`config.mk`:
```
export PLATFORM = sky130hd
export DESIGN_NAME = ifu_pipe
export DESIGN_NICKNAME = d
export VERILOG_FILES = /design/src/source/ifu_pkg.sv /design/src/source/ifu_pipe.sv
export SDC_FILE = /design/constraint.sdc
export NUM_CORES = 1
export LEC_CHECK = 0
export ABC_CLOCK_PERIOD_IN_PS = 1150
export BUFFER_PORTS_ARGS = -buffer_cell sky130_fd_sc_hd__buf_2
export CAP_MARGIN = 5
export CORE_MARGIN = 4
export CORE_UTILIZATION = 51
export CTS_BUF_LIST = sky130_fd_sc_hd__clkbuf_2
export CTS_CLUSTER_DIAMETER = 30
export CTS_CLUSTER_SIZE = 8
export DETAILED_ROUTE_END_ITERATION = 10
export MAX_ROUTING_LAYER = met4
export PLACE_DENSITY = 0.85
export SYNTH_ARGS = -nofsm -noshare
export SYNTH_HDL_FRONTEND = slang
export SYNTH_SLANG_ARGS = --single-unit
```
`constraint.sdc`:
```
create_clock -name clk -period 1.15 [get_ports clk]
set_input_delay 0.115 -clock clk [delete_from_list [all_inputs] [get_ports clk]]
set_output_delay 0.115 -clock clk [all_outputs]
set_load 0.02 [all_outputs]
```
`src/source/ifu_pkg.sv`:
```
// ****************************************
// shared widths, types and rv32 encodings for the fetch unit
// compile first, modules import what they need
// ****************************************

package ifu_pkg;

    // architectural width of rv32i
    localparam int XLEN = 32;

    // one fetched instruction word
    typedef logic [XLEN-1:0] inst_t;

    // byte address into instruction space
    typedef logic [XLEN-1:0] addr_t;

    // major opcode field, inst[6:0]
    typedef logic [6:0] opcode_t;

    // addi x0,x0,0
    // used as the bubble on invalid fetch or flush
    localparam inst_t INST_NOP = 32'h0000_0013;

    // major opcodes the predictor looks at
    localparam opcode_t OPC_JAL    = 7'b110_1111; // unconditional jump, pc-relative
    localparam opcode_t OPC_BRANCH = 7'b110_0011; // beq/bne/blt/bge/bltu/bgeu

    // register-immediate alu ops
    // never a branch, handy as filler in test programs
    localparam opcode_t OPC_OP_IMM = 7'b001_0011;

endpackage
```
`src/source/ifu_pipe.sv`:
```
// ****************************************
// if/id pipeline register between fetch and decode
// holds on stall, inserts a nop bubble on flush or invalid fetch
// ****************************************

`timescale 1ns/1ns

module ifu_pipe (
    input  logic           clk,
    input  logic           rst_n_i,

    input  ifu_pkg::inst_t inst_i,            // fetched word
    input  ifu_pkg::addr_t inst_addr_i,       // its address
    input  logic           is_pred_branch_i,  // bpu guessed taken

    input  logic           flush_flag_i,      // kill the incoming fetch
    input  logic           inst_valid_i,      // fetch valid level
    input  logic           stall_i,           // hold all outputs

    output ifu_pkg::inst_t inst_o,            // to decode
    output ifu_pkg::addr_t inst_addr_o,
    output logic           is_pred_branch_o,  // to decode and execute
    output logic           inst_valid_o
);

    import ifu_pkg::*;

    inst_t inst_q;
    addr_t inst_addr_q;
    logic  pred_q;
    logic  valid_q;

    inst_t inst_d;      // word or bubble
    addr_t inst_addr_d;
    logic  pred_d;
    logic  valid_d;

    // bubble when flushing or nothing was fetched
    assign inst_d = (flush_flag_i || !inst_valid_i) ? INST_NOP : inst_i;

    // flush zeroes address, flag and valid
    assign inst_addr_d = flush_flag_i ? '0 : inst_addr_i;
    assign valid_d     = !flush_flag_i && inst_valid_i;
    // a bubble never carries a prediction
    assign pred_d      = !flush_flag_i && inst_valid_i && is_pred_branch_i;

    // load on every non-stalled edge
    always_ff @(posedge clk or negedge rst_n_i) begin
        if (!rst_n_i) begin
            inst_q      <= '0;
            inst_addr_q <= '0;
            pred_q      <= 1'b0;
            valid_q     <= 1'b0;
        end else if (!stall_i) begin
            inst_q      <= inst_d;
            inst_addr_q <= inst_addr_d;
            pred_q      <= pred_d;
            valid_q     <= valid_d;
        end
    end

    assign inst_o           = inst_q;
    assign inst_addr_o      = inst_addr_q;
    assign is_pred_branch_o = pred_q;
    assign inst_valid_o     = valid_q;

    // once loaded out of reset a dead slot always holds a nop
    // reset zeros before the first load are excluded
    a_invalid_is_nop: assert property (
        @(posedge clk) disable iff (!rst_n_i)
        ($past(rst_n_i && !stall_i) && !inst_valid_o) |-> (inst_o == INST_NOP)
    ) else $error("ifu_pipe: invalid slot carries %h", inst_o);

endmodule

```
* Word-level counts from Yosys, hierarchy flattened
Index checks and enable logic that the tools add are counted.
** Storage, ports and cells
- Output and inout port bits :: 66
- Register bits :: 66
- Input bits :: 70
- Word-level logic and storage cells :: 11
** Operators by class
- Reductions and logical operators :: 5
- Mux-type cells :: 2
** Operators by type and width (count)
- $mux W32 :: 2
- $logic_and A1 B1 Y1 :: 2
- $logic_not A1 Y1 :: 2
- $logic_or A1 B1 Y1 :: 1

* Depth between registers and ports, before layout
- Word-level depth :: 3
- Depth in mapped cells :: 5
- Gate-level depth less buffers :: 2

* Least setup slack after synthesis
Ideal clock, no wire load.
- Path type :: reg2reg
- From :: reg inst_o[0] (netlist name)
- To :: reg inst_q[0], in the netlist inst_o[0]
- Arrival :: 678 ps
- Clock period less this slack :: 802 ps
- Setup time :: 124 ps
- Required time :: 1026 ps
- Path slack :: 348 ps
- Path buffers :: 0
- Cell stages (with the launch flop) :: 3
- Cells stage by stage :: dfrtp_1 -> nand2b_1 -> o31a_1
** RTL lines
- end signal, assigned :: line ifu_pipe.sv:55 : inst_q <= inst_d;
- end, declared :: line ifu_pipe.sv:28 : inst_t inst_q;

* Final worst setup path
- From :: reg inst_addr_q[24], in the netlist inst_addr_o[24]
- To :: out inst_addr_o[24]
** RTL lines
- start, declared :: line ifu_pipe.sv:29 : addr_t inst_addr_q;
- start signal, assigned :: line ifu_pipe.sv:56 : inst_addr_q <= inst_addr_d;
- end, declared :: line ifu_pipe.sv:21 : output ifu_pkg::addr_t inst_addr_o,
No word-level cell between the ends.

==> out/metrics.cfg <==
[synth]
avgSynthCellArea_um2=9.880
ys_ff_latch=66
ys_types=14
synthCells=280
synthesis.area_um2=2766
yosysWarnings=0
synth_fp_nets=350
yosysSeqAreaShare_pct=59.70

[layout]
drive_gt1_share_pct=36.86
nets=594
final_util_pct=97.44
multi_input_area_um2=996.0
area_growth_pct=82.18
layoutNonFillerInstCount=601
seq_area_um2=1652
n_fill_cell=79

[timing]
hold_slack_ns=-0.03881
rsz0062_at_grt=yes
min_period_ns=1.307
timing.final.crit_share_pct=113.7
final_hold_viol_count=1
fmax_ghz=0.7649
worst-slew-pin-transition_ns=0.3600
tns_ns=-5.476
skew_ns=0
drv_slew=0
setup-violations-final=67
fin_ws_ns=-0.1574
max_slew_margin_pct=76.00

[grt]
grt.overflow.total=0
grt_max_degree=67
antenna_found_initial=1
grt_pass1_vias=3270
grt_pass1_wl_mm=16.78
grt.total_usage_pct=36.00

[routing]
routed_wl_mm=14.36
vias=3586
drt-pass1-iter-count=6
drt_first_iter_violations=413
routedWlPerCell_um=23.90
vias_per_cell=5.967
final_antenna_net_count=0
remaining_drc_errors=0

[clocking]
clockRootBuffer=clkbuf_2
cts_tree=built
cts_made_buffers=9
clkLatencyLatePin_ns=0.52
cts_sinks=66
clkTransAtPathRegs_ns=0.24
cts.path.max_buffers=2
cts-htree-levels=3

[setup_path]
path_max_fanout=2
crit_path_top_delay_cell=dfrtp_1
critPathBufInv=1
crit_path_start_kind=flip-flop
arrival_ns=1.19
path_cells=buf_6
r2r_cells=4
r2r-end=inst_o[18]
crit_type=flip-flop to primary output
r2r_setup_slack_ns=0.11
slowest_delay_ns=0.48
endpoint_kind=primary output
crit_path_end=inst_addr_o[24]
worstPathRequired_ns=1.03
cp-startpoint=inst_addr_o[24]
cp.depth=1
crit_family=flip-flops
reg2reg_from=inst_o[18]

[place]
gp_congestion=0.7197
post-place-cells=472
place_ws_ns=0.1863
io_buffers=135
dp_hpwl_mm=4.563

[floorplanning]
die_w_um=81.65
core_um2=5172
start_util_pct=53.48
io_pins=136
fp.dieH_um=81.65
rows=26
die-area_um2=6667

[min_path]
min_path_type=input port to flip-flop

[job]
cap_violations=0

[power]
p_leak_nw=2.473
ir_drop_mv=0.7668
p_per_area_nw_per_um2=1104

[outcome]
status=finished, violations left
violations=negative hold slack, negative setup slack

==> worst min-delay path by stage <==
stage / depth (start not counted) / slack [ns] / end / from
finish: 3 / -0.04 / inst_addr_o[23] / flush_flag_i
global route: 3 / -0.05 / inst_addr_o[23] / flush_flag_i
CTS: 3 / 0.002 / inst_addr_o[23] / flush_flag_i
detailed placement: 2 / 0.16 / inst_o[11] / rst_n_i
global placement: 2 / 0.15 / inst_o[11] / rst_n_i
floorplan: 0 / -0.18 / inst_addr_o[0] / rst_n_i
==> per-stage QoR <==
step	power, W	cell area (um^2)
2_1_floorplan	0.003053	2766
3_3_place_gp	0.003427	3503
3_5_place_dp	0.003445	3503
4_1_cts	0.005163	4862
5_1_grt	0.005729	5037
6_report	0.005564	5040
==> where the power goes <==
group	switching, W	total, W	internal (W)
clock network	0.000920	0.00143	0.000513
registers	0.000154	0.00263	0.00248
logic	0.000729	0.00150	0.000773
total	0.00180	0.00556	0.00376
==> registers in the layout (all words and copies together), names as in the netlist <==
name / flops
inst_valid_o: 1
is_pred_branch_o: 1
inst_o: 32
inst_addr_o: 32
==> per-layer routing <==
metal | global-route usage [%] | vias to the layer above | share of wire, %
met5 | - | - | 0
met4 | 17.61 | 0 | 8.5
met3 | 7.127 | 129 | 12
met2 | 61.32 | 395 | 47
met1 | 40.57 | 1671 | 33
li1 | - | 1391 | -
==> layout by cell type (no fill, tap or decap) <==
cell           instances
nand2b_4               1
clkinv_1               2
buf_12                 3
nand2_1               62
clkinv_2               1
diode_2                2
nor2_1                 1
o21ai_0               41
a22o_1                 1
dfrtp_1               66
o31a_1                 3
buf_6                 66
bufinv_16              1
clkbuf_2              12
o21ai_1               21
dlygate4sd3_1         73
buf_2                 68
buf_4                 43
nand2b_1              64
==> what timing repair did <==
action / 4_1_cts / 5_1_grt
hold buffers: 73 / 0
hold endpoints to repair: 131 / 0
pin swaps: 0 / 0
resized for setup: 132 / 0
buffers inserted: 15 / 23
endpoints found under the setup margin: 66 / 66
==> area by class of cell <==
| cell class | count | share of cell area (%) |
|---|---|---|
| sequential | 66 | 32.77 |
| clock buffer | 12 | 1.192 |
| tap | 70 | 1.738 |
| clock inverter | 4 | 0.8441 |
| timing repair buffer | 253 | 43.59 |
| multi-input combinational | 194 | 19.76 |
| antenna | 2 | 0.09930 |
==> logic make-up after synthesis <==
logic type / synth area share, %
compound gates: 12.48
flops: 59.70
simple gates: 23.52
buf+inv: 4.297
==> Yosys cell counts (all sizes together) <==
cell,number,area (um^2)
dfrtp,66,1652
nand2b,65,414.1
nand2,62,232.7
o21ai,62,310.3
buf,10,77.57
clkbuf,10,41.29
o31a,3,26.28
a22o,1,8.760
nor2,1,3.750
Power figures use the tool's default switching activity.
