### config.mk
export PLATFORM = sky130hd
export DESIGN_NAME = ifu_pc_gen
export DESIGN_NICKNAME = d
export VERILOG_FILES = /design/src/source/ifu_pkg.sv /design/src/source/ifu_pc_gen.sv
export SDC_FILE = /design/constraint.sdc
export NUM_CORES = 1
export LEC_CHECK = 0
export ABC_AREA = 1
export BUFFER_PORTS_ARGS = -buffer_cell sky130_fd_sc_hd__buf_2
export CORE_ASPECT_RATIO = 2
export CORE_MARGIN = 8
export CORE_UTILIZATION = 41
export DETAILED_ROUTE_END_ITERATION = 12
export PLACE_DENSITY_LB_ADDON = 0.08
export RECOVER_POWER = 50
export SYNTH_ARGS = -nofsm -noshare
export SYNTH_HDL_FRONTEND = slang
export SYNTH_SLANG_ARGS = --single-unit
### constraint.sdc
create_clock -name clk -period 1.65 [get_ports clk]
set_input_delay 0.165 -clock clk [delete_from_list [all_inputs] [get_ports clk]]
set_output_delay 0.165 -clock clk [all_outputs]
set_load 0.005 [all_outputs]
### src/source/ifu_pkg.sv
// ****************************************
// shared widths, types and rv32 encodings for the fetch unit
// compile first, modules import what they need
// ****************************************

package ifu_pkg;

    // architectural width of rv32i
    localparam int XLEN = 32;

    // one fetched instruction word
    typedef logic [XLEN-1:0] inst_t;

    // byte address into instruction space
    typedef logic [XLEN-1:0] addr_t;

    // major opcode field, inst[6:0]
    typedef logic [6:0] opcode_t;

    // addi x0,x0,0
    // used as the bubble on invalid fetch or flush
    localparam inst_t INST_NOP = 32'h0000_0013;

    // major opcodes the predictor looks at
    localparam opcode_t OPC_JAL    = 7'b110_1111; // unconditional jump, pc-relative
    localparam opcode_t OPC_BRANCH = 7'b110_0011; // beq/bne/blt/bge/bltu/bgeu

    // register-immediate alu ops
    // never a branch, handy as filler in test programs
    localparam opcode_t OPC_OP_IMM = 7'b001_0011;

endpackage
### src/source/ifu_pc_gen.sv
// ****************************************
// fetch program counter with next-pc priority
// drives the imem read address and fetch valid level
// ****************************************

`timescale 1ns/1ns

module ifu_pc_gen #(
    parameter ifu_pkg::addr_t RESET_PC = '0 // first fetch address out of reset
) (
    input  logic           clk,
    input  logic           rst_n_i,

    input  logic           stall_i,        // hold pc, from execute
    input  logic           flush_i,        // one-cycle redirect pulse
    input  ifu_pkg::addr_t redirect_pc_i,  // valid with flush_i

    input  logic           pred_taken_i,   // static prediction from bpu
    input  ifu_pkg::addr_t pred_target_i,  // target when predicted taken

    output ifu_pkg::addr_t pc_o,           // current fetch address
    output logic           fetch_valid_o   // high from first clock after reset
);

    import ifu_pkg::*;

    addr_t pc_q;          // fetch pc register
    addr_t pc_next;       // selected next pc
    addr_t pc_seq;        // sequential successor
    logic  fetch_valid_q; // set once after reset release

    assign pc_seq = pc_q + addr_t'(4); // no compressed insts, always +4

    // next pc selection
    // flush beats everything, even a stall
    // before fetch_valid rises the pc holds so RESET_PC is not skipped
    always_comb begin
        if (flush_i) begin
            pc_next = redirect_pc_i;      // execute redirect
        end else if (stall_i || !fetch_valid_q) begin
            pc_next = pc_q;               // hold
        end else if (pred_taken_i) begin
            pc_next = pred_target_i;      // jal or backward branch
        end else begin
            pc_next = pc_seq;
        end
    end

    always_ff @(posedge clk or negedge rst_n_i) begin
        if (!rst_n_i) begin
            pc_q          <= RESET_PC;
            fetch_valid_q <= 1'b0;
        end else begin
            pc_q          <= pc_next;
            fetch_valid_q <= 1'b1; // sticky after first edge
        end
    end

    assign pc_o          = pc_q;
    assign fetch_valid_o = fetch_valid_q;

    // pc gets its value from redirect, bpu target or +4
    // a misaligned source anywhere upstream lands here
    a_pc_aligned: assert property (
        @(posedge clk) disable iff (!rst_n_i)
        pc_o[1:0] == 2'b00
    ) else $error("ifu_pc_gen: misaligned pc %h", pc_o);

endmodule

# Word-level counts from Yosys, hierarchy flattened
# Index checks and enable logic that the tools add are counted.
# word_totals
register_bits	33
output_inout_bits	33
word_cells	9
# classes
addsub	1
n_eq_ne	1
n_mux	3
reduce_logical	2
# ops
cell	n
32-bit two-way mux	3
32-bit by 3-bit adder with 32-bit output, second input constant	1
2-bit inequality test, second input constant	1
1-bit zero test	1
1-bit logical OR	1

# Logic depth before layout (Yosys ltp)
# depth
ltp_word	4
mapped_depth	9

# Worst setup path before layout
# OpenSTA, ideal clock, no wires.
# synth_path
kind	reg-to-reg
start	register pc_q[3], in the netlist pc_o[3]
end	register pc_q[22], in the netlist pc_o[22]
setup_ns	0.073
t_arrival_ns	1.319
path_slack_ns	0.258
path_stages_with_launch	10
synth_period_minus_slack_ns	1.392
cell_sequence	dfrtp_1 ha_1 nand2_1 nor2_4 nand2_4 nor2_4 nand2_1 nand2_1 nand3_2 a21oi_2
# synth_between
elab_chain_len	4
# synth_lines
item	line_no	text
start, declared	ifu_pc_gen.sv:27	addr_t pc_q;
start signal, assigned	ifu_pc_gen.sv:54	pc_q <= pc_next;
32-bit by 3-bit adder with 32-bit output	ifu_pc_gen.sv:32	assign pc_seq = pc_q + addr_t'(4);
32-bit two-way mux	ifu_pc_gen.sv:42	end else if (pred_taken_i) begin
32-bit two-way mux	ifu_pc_gen.sv:40	end else if (stall_i || !fetch_valid_q) begin
32-bit two-way mux	ifu_pc_gen.sv:38	if (flush_i) begin
# No other way between the ends. The select of a mux whose other input is x is not followed.
# A chain may end at the register's enable or synchronous reset.

# Final worst setup path
# layout_path
start	register pc_q[15], in the netlist pc_o[15]
end	register pc_q[21], in the netlist pc_o[21]
# The elaborated chain is that of the path after synthesis.

==> metrics.md <==
| Metric | Value |
|---|---|
| Max Clock Skew | around 3.2 ps |
| Yosys warns | 0 |
| Met2 Usage GRT | 0.362 |
| Hold crit path type | primary input to register |
| Power per cell area | roughly 830 mW/mm^2 |
| Slew HR | 0.397 |
| Non-Filler Instances | between 500 and 600 |
| Seq/Total Area, Yosys | 0.324 |
| Detail Route Antenna Nets | 0 |
| GRT Total Usage | 0.192 |
| Antenna diode count | 0 |
| Peak supply drop | approximately 0.67 mV |
| Post-layout min period | between 1500 and 2000 ps |
| Depth of the worst hold-timing path | 3 |
| Setup TNS | 0 ps |
| Clock sink count | 33 |
| Fmax | approximately 650 MHz |
| P_leak | between 1.5 and 2 nW |
| Synth area leaders | dfrtp_1 32%, nand2_1 15%, nor2_1 8.5% |
| RR Startpoint | pc_o[15] |
| CP startpoint kind | register |
| DRT iter0 DRCs | 139 |
| DP Cell Count | between 500 and 600 |
| Req. time, crit path | 1860 ps |
| Largest net degree at the start of global routing | 35 |
| GP Congestion | approximately 0.91 |
| Combinational share of power | 0.277 |
| Reg-to-reg slack, setup | between 100 and 150 ps |
| TritonCTS clock tree | yes |
| FF-to-FF path depth | 8 |
| Worst slew pin tran | approximately 900 ps |
| M3 GR Usage | 0.0462 |
| Commonest non-fill, non-tap cell in the layout | buf_2 |
| Start point of the worst hold path | pred_target_i[12] |
| Die area | approximately 0.0092 mm^2 |
| Period Utilization, post-route | 0.936 |
| Routed vias | 2863 |
| Avg WL per Cell | 16.1 um |
| Layout cells sized above 1 | 0.324 |
| Post-synth top area cell | dfrtp_1 |
| Top_reg_cell synth | dfrtp_1 |
| Yosys cell types | 33 |
| Most frequent cells in the layout | 101 x buf_2, 98 x nand2_1, 58 x nor2_1 |
| Cell Rows | 40 |
| DRT Pass-1 Iters | 4 |
| Crit-path max FO | 6 |
| Post-Syn Instances | 370 |
| Outcome | finished clean |
| Hold worst-path end | pc_o[12] |
| Final WL | 8.71 mm |
| Die height | 128 um |
| Initial antenna violation count | 0 |
| H-Tree Depth | 2 |
| Dpl ws | between 100 and 150 ps |
| Setup WS post-layout | between 100 and 150 ps |
| Mapped Nets | between 400 and 500 |
| DRC violations left | 0 |
| Sw Ratio | 0.338 |
| Setup violators final | 0 |
| WP data arrival | ~1800 ps |
| GR Layer Usage met1 | 0.188 |
| Initial core utilization | 0.425 |
| GRT overflow | 0 |
| Clk Latency, worst-skew pair | between 200 and 300 ps |
| IO Pins | 102 |
| CTS clk-pin slew, worst paths | approximately 50 ps |
| FF+latch count, synth | 33 |
| Slew Limit Fails | 0 |
| Detailed placement HPWL | 6.76 mm |
| Max-cap violations | 0 |
| Crit end category | register |
| Vias in the first global route | roughly 3000 |
| Finished Core Util | 0.554 |
| Clock share of power | 0.329 |
| Root Buffer Master | clkbuf_16 |
| Design Power | 2.76 mW |
| First-pass GRT wire length | between 10 and 15 mm |
| Vias/cell | around 5.3 |
| Core area | 0.00601 mm^2 |
| Int Power | 1.83 mW |
| Synth top area share | 0.324 |
| Crit Path Category | register to register |
| Final nets | ~550 |
| Hold Fails Final Rpt | 0 |
| Fill count | 618 |
| Synth-to-layout area growth | 30.4% |
| Synthesized area | 0.00255 mm^2 |
| Longest Clk Path Bufs | 2 |
| Net Sw Power | 0.931 mW |
| Port Buf Inserts | around 100 |
| Number of synthesized flops with an enable pin | 0 |
| Chip width | between 70 and 80 um |
| Seq pwr share | 0.394 |
| Post-Syn Area per Cell | just under 7 um^2 |
| Top Usage Layer GRT | met2 |
| Reg-to-reg critical path endpoint | pc_o[21] |
| Async SR Flop Fraction | 1.00 |
| Num CTS Buffers | 5 |
-- final cells by class --
cell class                      instances  area (um^2)  area share
Multi-Input combinational cell        293         1550       0.466
Sequential cell                        33          827       0.249
Timing Repair Buffer                  115          623       0.187
Clock buffer                            8          136      0.0410
Inverter                               29          109      0.0327
Tap cell                               63         78.8      0.0237
-- worst max path at each step --
stage	from	to	slack (ps)	depth (start not counted)
finish	pc_o[15]	pc_o[21]	110	8
global placement	pc_o[3]	pc_o[24]	150	9
detailed placement	pc_o[3]	pc_o[24]	100	9
CTS	pc_o[3]	pc_o[24]	90	9
global route	pc_o[3]	pc_o[28]	-7	9
floorplan	pc_o[3]	pc_o[22]	260	9
-- routing by layer --
| layer | routed length, um | share of wire |
|---|---|---|
| met1 | 3250 | 0.37 |
| met4 | 183 | 0.021 |
| met3 | 470 | 0.054 |
| met5 | 0 | 0 |
| met2 | 4800 | 0.55 |
-- synth_stat cells, drive strengths merged, types with 2 or more instances --
| cell | count |
|---|---|
| or2 | 2 |
| dfrtp | 33 |
| a21oi | 27 |
| buf | 9 |
| o21ai | 7 |
| a41oi | 3 |
| inv | 29 |
| clkbuf | 6 |
| xor2 | 2 |
| and2 | 3 |
| nand2 | 104 |
| nor2 | 71 |
| a22oi | 3 |
| a22o | 5 |
| xnor2 | 2 |
| a31oi | 3 |
| nand3 | 40 |
| a221oi | 16 |
-- metrics by stage --
stage	hold slack [ps]	area, um^2
global placement	236	3140
detailed placement	238	3140
global route	167	3320
CTS	139	3290
floorplan	-131	2550
finish	145	3320
-- sequential cells by signal, indices dropped and copies added, names as in the netlist --
signal / flops
fetch_valid_o: 1
pc_o: 32
-- timing repair --
item | CTS | global route
gates resized for setup | 0 | 5
setup buffers | 0 | 3
endpoints found under the hold margin | 33 | 0
setup endpoints to repair | 0 | 7
hold buffers | 1 | 0
-- power by group through the flow --
stage	Sequential, mW	Clock (mW)	Combinational, mW
global route	1.10	0.947	0.863
global placement	1.10	0	0.743
floorplan	1.07	0	0.423
finish	1.09	0.908	0.763
detailed placement	1.10	0	0.753
CTS	1.09	0.921	0.758
-- cells by family after synthesis --
group           after synthesis  synth area share
compound gates               66             0.182
simple gates                221             0.400
other cells                   1           0.00147
flops                        33             0.324
fa+ha+maj                     1           0.00491
buf+inv                      44            0.0736
xor+xnor                      4            0.0137
-- worst max-delay path, cell delays in order, from the launching register on --
cell	delay, ps
dfrtp_1	450
nand2_1	130
nor2_1	230
nand2_1	130
nor2_4	200
nand2_1	80
nand2_1	80
nand3_2	70
a21oi_2	120
(Power assumes the default switching activity.)
