$ cat config.mk
export PLATFORM = sky130hd
export DESIGN_NAME = ifu_bpu
export DESIGN_NICKNAME = d
export VERILOG_FILES = /design/src/source/ifu_pkg.sv /design/src/source/ifu_bpu.sv
export SDC_FILE = /design/constraint.sdc
export NUM_CORES = 1
export LEC_CHECK = 0
export ABC_CLOCK_PERIOD_IN_PS = 9500
export BUFFER_PORTS_ARGS = -buffer_cell sky130_fd_sc_hd__buf_2
export CAP_MARGIN = 30
export CORE_AREA = 2 2 81 64
export DETAILED_ROUTE_END_ITERATION = 6
export DIE_AREA = 0 0 83 66
export PLACE_DENSITY = 0.75
export SYNTH_ARGS = -nofsm -noshare
export SYNTH_HDL_FRONTEND = slang
export SYNTH_SLANG_ARGS = --single-unit
$ cat constraint.sdc
create_clock -name vclk -period 9.5
set_input_delay 0.475 -clock vclk [all_inputs]
set_output_delay 0.475 -clock vclk [all_outputs]
set_load 0.01 [all_outputs]
$ cat src/source/ifu_pkg.sv
// ****************************************
// shared widths, types and rv32 encodings for the fetch unit
// compile first, modules import what they need
// ****************************************

package ifu_pkg;

    // architectural width of rv32i
    localparam int XLEN = 32;

    // one fetched instruction word
    typedef logic [XLEN-1:0] inst_t;

    // byte address into instruction space
    typedef logic [XLEN-1:0] addr_t;

    // major opcode field, inst[6:0]
    typedef logic [6:0] opcode_t;

    // addi x0,x0,0
    // used as the bubble on invalid fetch or flush
    localparam inst_t INST_NOP = 32'h0000_0013;

    // major opcodes the predictor looks at
    localparam opcode_t OPC_JAL    = 7'b110_1111; // unconditional jump, pc-relative
    localparam opcode_t OPC_BRANCH = 7'b110_0011; // beq/bne/blt/bge/bltu/bgeu

    // register-immediate alu ops
    // never a branch, handy as filler in test programs
    localparam opcode_t OPC_OP_IMM = 7'b001_0011;

endpackage
$ cat src/source/ifu_bpu.sv
// ****************************************
// static branch predictor, decodes the fetched word
// jal always taken, conditional branches taken only when backward
// ****************************************

`timescale 1ns/1ns

module ifu_bpu (
    input  ifu_pkg::addr_t pc_i,          // address of the fetched word
    input  ifu_pkg::inst_t inst_i,        // word straight out of imem

    output logic           pred_taken_o,  // redirect fetch to target
    output ifu_pkg::addr_t pred_target_o  // pc plus selected immediate
);

    import ifu_pkg::*;

    opcode_t opcode;      // inst[6:0]
    addr_t   imm_j;       // j-type offset, sign extended
    addr_t   imm_b;       // b-type offset, sign extended
    addr_t   imm_sel;     // offset used for the target
    logic    is_jal;
    logic    is_branch;
    logic    is_backward; // offset sign bit

    assign opcode = inst_i[6:0];

    // j-immediate
    // imm[20|10:1|11|19:12] sits in inst[31:12]
    assign imm_j = {
        {12{inst_i[31]}},   // sign
        inst_i[19:12],      // imm[19:12]
        inst_i[20],         // imm[11]
        inst_i[30:21],      // imm[10:1]
        1'b0                // always even
    };

    // b-immediate
    // imm[12|10:5] in inst[31:25], imm[4:1|11] in inst[11:7]
    assign imm_b = {
        {20{inst_i[31]}},   // sign
        inst_i[7],          // imm[11]
        inst_i[30:25],      // imm[10:5]
        inst_i[11:8],       // imm[4:1]
        1'b0
    };

    // opcode decode, funct3 does not matter for the guess
    assign is_jal    = (opcode == OPC_JAL);
    assign is_branch = (opcode == OPC_BRANCH);

    // both immediates keep the sign in inst[31]
    assign is_backward = inst_i[31];

    // btfn rule
    // loops close backward so those are taken
    assign pred_taken_o = is_jal | (is_branch & is_backward);

    // target adder is shared between jal and branch
    assign imm_sel       = is_jal ? imm_j : imm_b;
    assign pred_target_o = pc_i + imm_sel; // don't care when not taken

    // no clock here so a deferred check
    // alignment depends on the program having no compressed offsets
    always_comb begin
        if (pred_taken_o === 1'b1) begin
            a_target_aligned: assert #0 (pred_target_o[1:0] == 2'b00)
                else $error("ifu_bpu: misaligned target %h from pc %h",
                            pred_target_o, pc_i);
        end
    end

endmodule

# Yosys cells after proc, flatten, opt, wreduce, memory -nomap -nowiden
# Index checks and enable logic that the tools add are counted.
dict set report word_totals {
  regBits 0
  latchBits 0
  ramBits 0
  mem_bits_ro 0
  input_bits 64
  out_inout_bits 33
  mem_count 0
}
dict set report op_classes {
  n_addsub 1
  mul 0
  div_mod_pow 0
  magnitude_cmp 0
  n_eq_ne 2
  shifts 0
  mux 1
  bitwise 2
  n_reduce_logical 0
}
# cell n
set op_table {}
lappend op_table {{adder 32 bit} 1}
lappend op_table {{2-to-1 mux 20 bit} 1}
lappend op_table {{equality test 7 bit (second input constant)} 2}
lappend op_table {{AND 1 bit} 1}
lappend op_table {{OR 1 bit} 1}

# Logic depth before layout (Yosys ltp)
# Gate-level depths: netlist of the first run.
dict set report logic_depth {
  depth_word 3
  depth_mapped 15
  mapped_depth_nobuf 14
}

# Worst setup path before layout of the first run
# No wires, ideal clock.
dict set report synth_path {
  path_type {input port to output port}
  startpoint {in inst_i[6]}
  endpoint {out pred_target_o[31]}
  arrival_ps 3524
  required_time_ps 9025
  slack_ps 5501
  stages 15
  path_cell_list {nor2b_1 -> nand4_1 -> nor2_1 -> clkbuf_1 -> mux2_2 -> ha_1 -> inv_1 -> fa_1 -> nand2b_1 -> a211oi_1 -> o21a_1 -> or4_4 -> a31oi_4 -> or4_1 -> nand3_1}
}
dict set report synth_via {
  elab_chain_cells 3
}
# item line_no
set synth_lines {}
lappend synth_lines {{from (decl)} ifu_bpu.sv:10} ;# input ifu_pkg::inst_t inst_i,
lappend synth_lines {{equality test 7 bit} ifu_bpu.sv:49} ;# assign is_jal = (opcode == OPC_JAL);
lappend synth_lines {{2-to-1 mux 20 bit} ifu_bpu.sv:60} ;# assign imm_sel = is_jal ? imm_j : imm_b;
lappend synth_lines {{adder 32 bit} ifu_bpu.sv:61} ;# assign pred_target_o = pc_i + imm_sel;
lappend synth_lines {{to (decl)} ifu_bpu.sv:13} ;# output ifu_pkg::addr_t pred_target_o
# No other way between the ends.

# Worst setup path after layout of the first run
dict set report layout_path {
  startpoint {in inst_i[6]}
  endpoint {out pred_target_o[30]}
}
# Same word-level chain as after synthesis.

==> results of run 1 <==
[routing by layer]
layer	track usage [%]	vias up	wire, um
met2	31.6	69	2270
met5	0	-	0
met1	24.6	985	2410
met3	1.50	2	293
li1	-	1109	-
met4	1.43	0	15
[worst max-delay path: stages]
cell	delay (ns)
buf_2	0.09
nor2b_1	0.12
nand4_1	0.10
nor2_1	0.05
buf_4	0.19
nor2b_1	0.54
a21o_1	0.14
ha_1	0.31
a21oi_1	0.24
o21ai_1	0.10
o21ai_0	0.17
nand2b_1	0.09
a211oi_2	0.48
a311oi_1	0.17
a211o_1	0.25
buf_2	0.14
[worst max-delay path by stage]
stage	to	start	slack (ns)
6_report	pred_target_o[30]	inst_i[6]	5.36
5_1_grt	pred_target_o[30]	inst_i[6]	5.14
4_1_cts	pred_target_o[31]	inst_i[4]	5.36
3_5_place_dp	pred_target_o[31]	inst_i[4]	5.38
3_3_place_gp	pred_target_o[30]	inst_i[6]	5.47
2_1_floorplan	pred_target_o[31]	inst_i[6]	5.50
[cell families (layout without fill, tap and decap cells)]
logic type | Yosys count | count (layout) | share of synthesized area, %
AO/OA/AOI/OAI | 93 | 93 | 35.2
multiplexers | 5 | 5 | 3.10
buffers and inverters | 14 | 106 | 3.51
XOR/XNOR | 27 | 27 | 13.0
AND/OR/NAND/NOR | 72 | 72 | 21.3
adder cells (fa/ha/maj) | 34 | 34 | 23.8
[cells in the mapped netlist, drive strengths merged (2+ instances only)]
cell type	count
clkbuf	2
o21bai	5
and3	2
xnor2	16
inv	10
mux2	5
or4	3
a21o	16
nor2b	2
a211oi	5
nor2	12
a21oi	26
a31oi	3
nand2	25
nand3	7
o21ai	21
and2	3
o211ai	2
nand2b	3
nand3b	2
buf	2
nand4	6
nor3	3
ha	33
xor2	11
[area by class of cell]
type	count	area, sq um	area share, %
multi-input combinational	231	1750	74.7
inverter	10	37.5	1.60
tap	60	75.1	3.19
timing repair buffer	96	483	20.6
[where the power goes]
part	internal, mW	switching (mW)	total, mW
clock	0	0	0
combinational	0.0810	0.0984	0.179
sequential	0	0	0
[cell usage in the layout (no fill, tap or decap), types with 5 or more instances in the layout]
master / n
nand4_1: 6
mux2_2: 5
a21o_1: 16
inv_1: 10
buf_2: 95
nand2_1: 22
nand3_1: 7
ha_1: 33
nor2_1: 11
xor2_1: 11
o21ai_0: 17
xnor2_1: 16
a21oi_1: 26
o21bai_1: 5
[stage by stage]
stage | power, mW | hold slack (ns) | utilization, %
6_report | 0.179 | 0.950 | 49.9
4_1_cts | 0.180 | 0.950 | 49.9
3_3_place_gp | 0.176 | 0.950 | 49.9
2_1_floorplan | 0.120 | 1.04 | -
5_1_grt | 0.199 | 0.950 | 49.9
3_5_place_dp | 0.178 | 0.950 | 49.9
==> impl_results.md, run 1 <==
* Outcome: completed
* Max_cap viols at 0
* Antenna Nets Post-Route at 0
* Place WS at 5.38 ns
* Arr. time, crit path at 3.67 ns
* Drt wl/cell at 12.6 um
* Crit path launch type: input port
* Synth Warn # at 0
* Hold Path Sink: pred_target_o[0]
* N_diodes at 0
* Endpoints failing setup at 0
* Placed cell area at 2350 sq um
* Setup TNS at 0 ns
* Worst setup EP type: output pin
* Antenna violations before repair at 0
* Pwr/cell area at 76.4 nW/um^2
* Max Clock Freq at 241 MHz
* Iteration-0 DRC Markers at 60
* P&R area growth vs syn at 29.2%
* Synth Instances at 245
* Number of distinct library cells after synthesis at 54
* Core area at 4710 sq um
* Pins over their slew limit at 0
* Final hold vios at 0
* CTS resizes at 0
* Worst hold path type: in -> out
* Register area at 0 sq um
* Drt drc at 0
* Drt pass-1 iters at 6
* Worst-margin pin slew at 0.660 ns
* First-pass GRT wire length at 8.58 mm
* Avg Cell Area, Syn at 7.42 sq um
* Final Cycle Share at 43.6%
* Worst vdd ir at 0.0000363 V
* Hold_buf cts at 0
* DIE HEIGHT at 66 um
* DP Wirelength at 4.25 mm
* Post-synth top area share at 22.7%
* Nets at 437
* Largest net degree at the start of global routing at 15
* Row cnt at 22
* Initial Util at 38.6%
* Post-Syn Area at 1820 sq um
* Fill cells at 487
* Critical path peak fanout at 14
* GRT overflow at 0
* Die area at 5480 sq um
* Ports at 97
* All-layer global routing usage at 17.8%
* Hold path startpoint: pc_i[0]
* Clkbuf count at 0
* Total setup buffers inserted after CTS at 0
* Vias per Instance at 5.45
* P_leak at 1.19 nW
* Routed WL at 4.98 mm
* DR vias at 2165
* RSZ-0062 raised after global routing: false
* Post-route cell area at 2350 sq um
* Cells after DPL at 397
* Seq/Total Area, Yosys at 0%
* Final WS setup at 5.36 ns
* Synth area leaders: ha_1 (23%), xnor2_1 (7.7%), a21oi_1 (7.2%)
* PortBufs at 95
* Crit Path Class: in -> out
* Vias in the first global route at 2008
* Fin cells at 397
* Share of post-route cells with drive strength above 1 at 34.4%
* Max-slew headroom at 55.9%
* Synth area leader: ha_1
* FF+latch count at 0
* Die width at 83 um
* CP Data Required Time at 9.03 ns
* Gpl congestion at 0.866
* Hold depth at 0
* Final worst path period need at 4.14 ns
* Syn_nets at 343
No activity file was read; power rests on OpenSTA's default activity.
==> run 2, diff against run 1 <==
- ABC_CLOCK_PERIOD_IN_PS: 9500 -> 4290
- clock period: 9.5 -> 4.29 ns (I/O delays scaled with it)
==> run 2 against run 1 <==
Compared with the run above:
- count of clock-buffer cells in the layout unchanged
- worst setup slack worse by 4.7 ns
- non-clock buffer count unchanged
- routed wire length is 0.68% lower
- worst hold slack worse by 0.52 ns
- critical path depth up 1
- cell count did not move
- via count down 1.0%
- critical path type unchanged
- highest routed layer is now met3
==> impl_results.md, run 2 (synthesis gave the netlist of run 1 again) <==
* Endpoints failing setup at 0 (unchanged)
* Antenna Nets Post-Route at 0 (unchanged)
* Gpl congestion at 0.873 (was 0.866)
* Ports at 97 (unchanged)
* All-layer global routing usage at 16.8% (was 17.8%)
* DR vias at 2143 (was 2165)
* Cells after DPL at 397 (unchanged)
* Register area at 0 sq um (unchanged)
* Outcome: completed (unchanged)
* Final worst path period need at 3.58 ns
* Nets at 437 (unchanged)
* Most frequent cells in the layout: buf_2 (95), ha_1 (33), a21oi_1 (26) (unchanged)
* Pwr/cell area at 169 nW/um^2 (was 76.4 nW/um^2)
* Worst setup EP type: output pin (unchanged)
* Final Cycle Share at 83.5%
* P_leak at 1.19 nW (unchanged)
* Initial Util at 38.6% (unchanged)
* Hold_buf cts at 0 (unchanged)
* Drt pass-1 iters at 4 (was 6)
* Final hold vios at 0 (unchanged)
* Critical path peak fanout at 14 (unchanged)
* Arr. time, crit path at 3.37 ns (was 3.67 ns)
* Worst vdd ir at 0.0000967 V (was 0.0000363 V)
* Largest delay share family, worst path: simple AND/OR/NAND/NOR gates (was compound AO/OA/AOI/OAI gates)
* Fin cells at 397 (unchanged)
* Tot Pwr at 396 uW (was 179 uW)
* Commonest non-fill, non-tap cell in the layout: buf_2 (unchanged)
* Max-slew headroom at 60.6% (was 55.9%)
* Max Clock Freq at 279 MHz
* Routed WL at 4.95 mm (was 4.98 mm)
* Vias per Instance at 5.40 (was 5.45)
* Iteration-0 DRC Markers at 108 (was 60)
* Pins over their slew limit at 0 (unchanged)
* Place WS at 0.701 ns (was 5.38 ns)
* Post-Route Utilization at 49.9% (unchanged)
* Row cnt at 22 (unchanged)
* RSZ-0062 raised after global routing: false (unchanged)
* PortBufs at 95 (unchanged)
* Max_cap viols at 0 (unchanged)
* Drt wl/cell at 12.5 um (was 12.6 um)
* Final WS setup at 0.707 ns (was 5.36 ns)
* DP Wirelength at 4.26 mm (was 4.25 mm)
* WHS at 0.429 ns (was 0.950 ns)
* Die width at 83 um (unchanged)
* Share of post-route cells with drive strength above 1 at 34.4% (unchanged)
* Antenna violations before repair at 0 (unchanged)
* N_diodes at 0 (unchanged)
* Worst path buffer plus inverter count at 4 (was 3)
* Core area at 4710 sq um (unchanged)
* DIE HEIGHT at 66 um (unchanged)
* Clkbuf count at 0 (unchanged)
* Total setup buffers inserted after CTS at 0 (unchanged)
* Setup TNS at 0 ns (unchanged)
* GRT overflow at 0 (unchanged)
* Worst hold path type: in -> out (unchanged)
* FF+latch count at 0 (unchanged)
* Worst path max stage delay at 0.48 ns (was 0.54 ns)
* CTS resizes at 0 (unchanged)
* P&R area growth vs syn at 29.2% (unchanged)
* Worst-margin pin slew at 0.590 ns (was 0.660 ns)
* Drt drc at 0 (unchanged)
* Post-route cell area at 2350 sq um (unchanged)
* Crit-path most repeated cell: buf_2
* Critical-path top delay cell: or4_1 (was nor2b_1)
* Placed cell area at 2350 sq um (unchanged)
* CP Data Required Time at 4.08 ns (was 9.03 ns)
* Vias in the first global route at 1888 (was 2008)
* Crit Path Class: in -> out (unchanged)
* Die area at 5480 sq um (unchanged)
* First-pass GRT wire length at 8.09 mm (was 8.58 mm)
* Cell Chain, Critical Path: buf_2 -> nor2b_1 -> nand4_1 -> nor2_1 -> buf_4 -> mux2_2 -> ha_1 -> inv_1 -> fa_1 -> nand2b_1 -> a211oi_1 -> o21a_1 -> or4_4 -> a31oi_4 -> or4_1 -> nand3_1 -> buf_2 (was buf_2 -> nor2b_1 -> nand4_1 -> nor2_1 -> buf_4 -> nor2b_1 -> a21o_1 -> ha_1 -> a21oi_1 -> o21ai_1 -> o21ai_0 -> nand2b_1 -> a211oi_2 -> a311oi_1 -> a211o_1 -> buf_2)
* Largest net degree at the start of global routing at 15 (unchanged)
* Crit path launch type: input port (unchanged)
## run 2: cell counts in the layout (fill, tap and decap cells not counted)
Identical to the previous run, type by type.
## run 2: path summary, 6_finish.rpt
path	from	cells after the start	end
worst min-delay path	pc_i[0]	0	pred_target_o[0]
worst max-delay path	inst_i[4]	17	pred_target_o[31]
## run 2: power breakdown
group,switching [mW],internal (mW)
Combinational,0.217,0.180
Sequential,0,0
Clock,0,0
Total,0.217,0.180
## run 2: area by class of cell
class | count | area (sq um)
fill | 475 | 2360
inverter | 10 | 37.5
timing repair buffer | 96 | 483
tap | 60 | 75.1
multi-input combinational | 231 | 1750
## run 2: layer usage
layer / global-route usage (%) / share of wire (%)
met1: 23.4 / 49
met2: 30.3 / 46
met3: 1.12 / 5.9
met4: 0 / 0
met5: 0 / 0
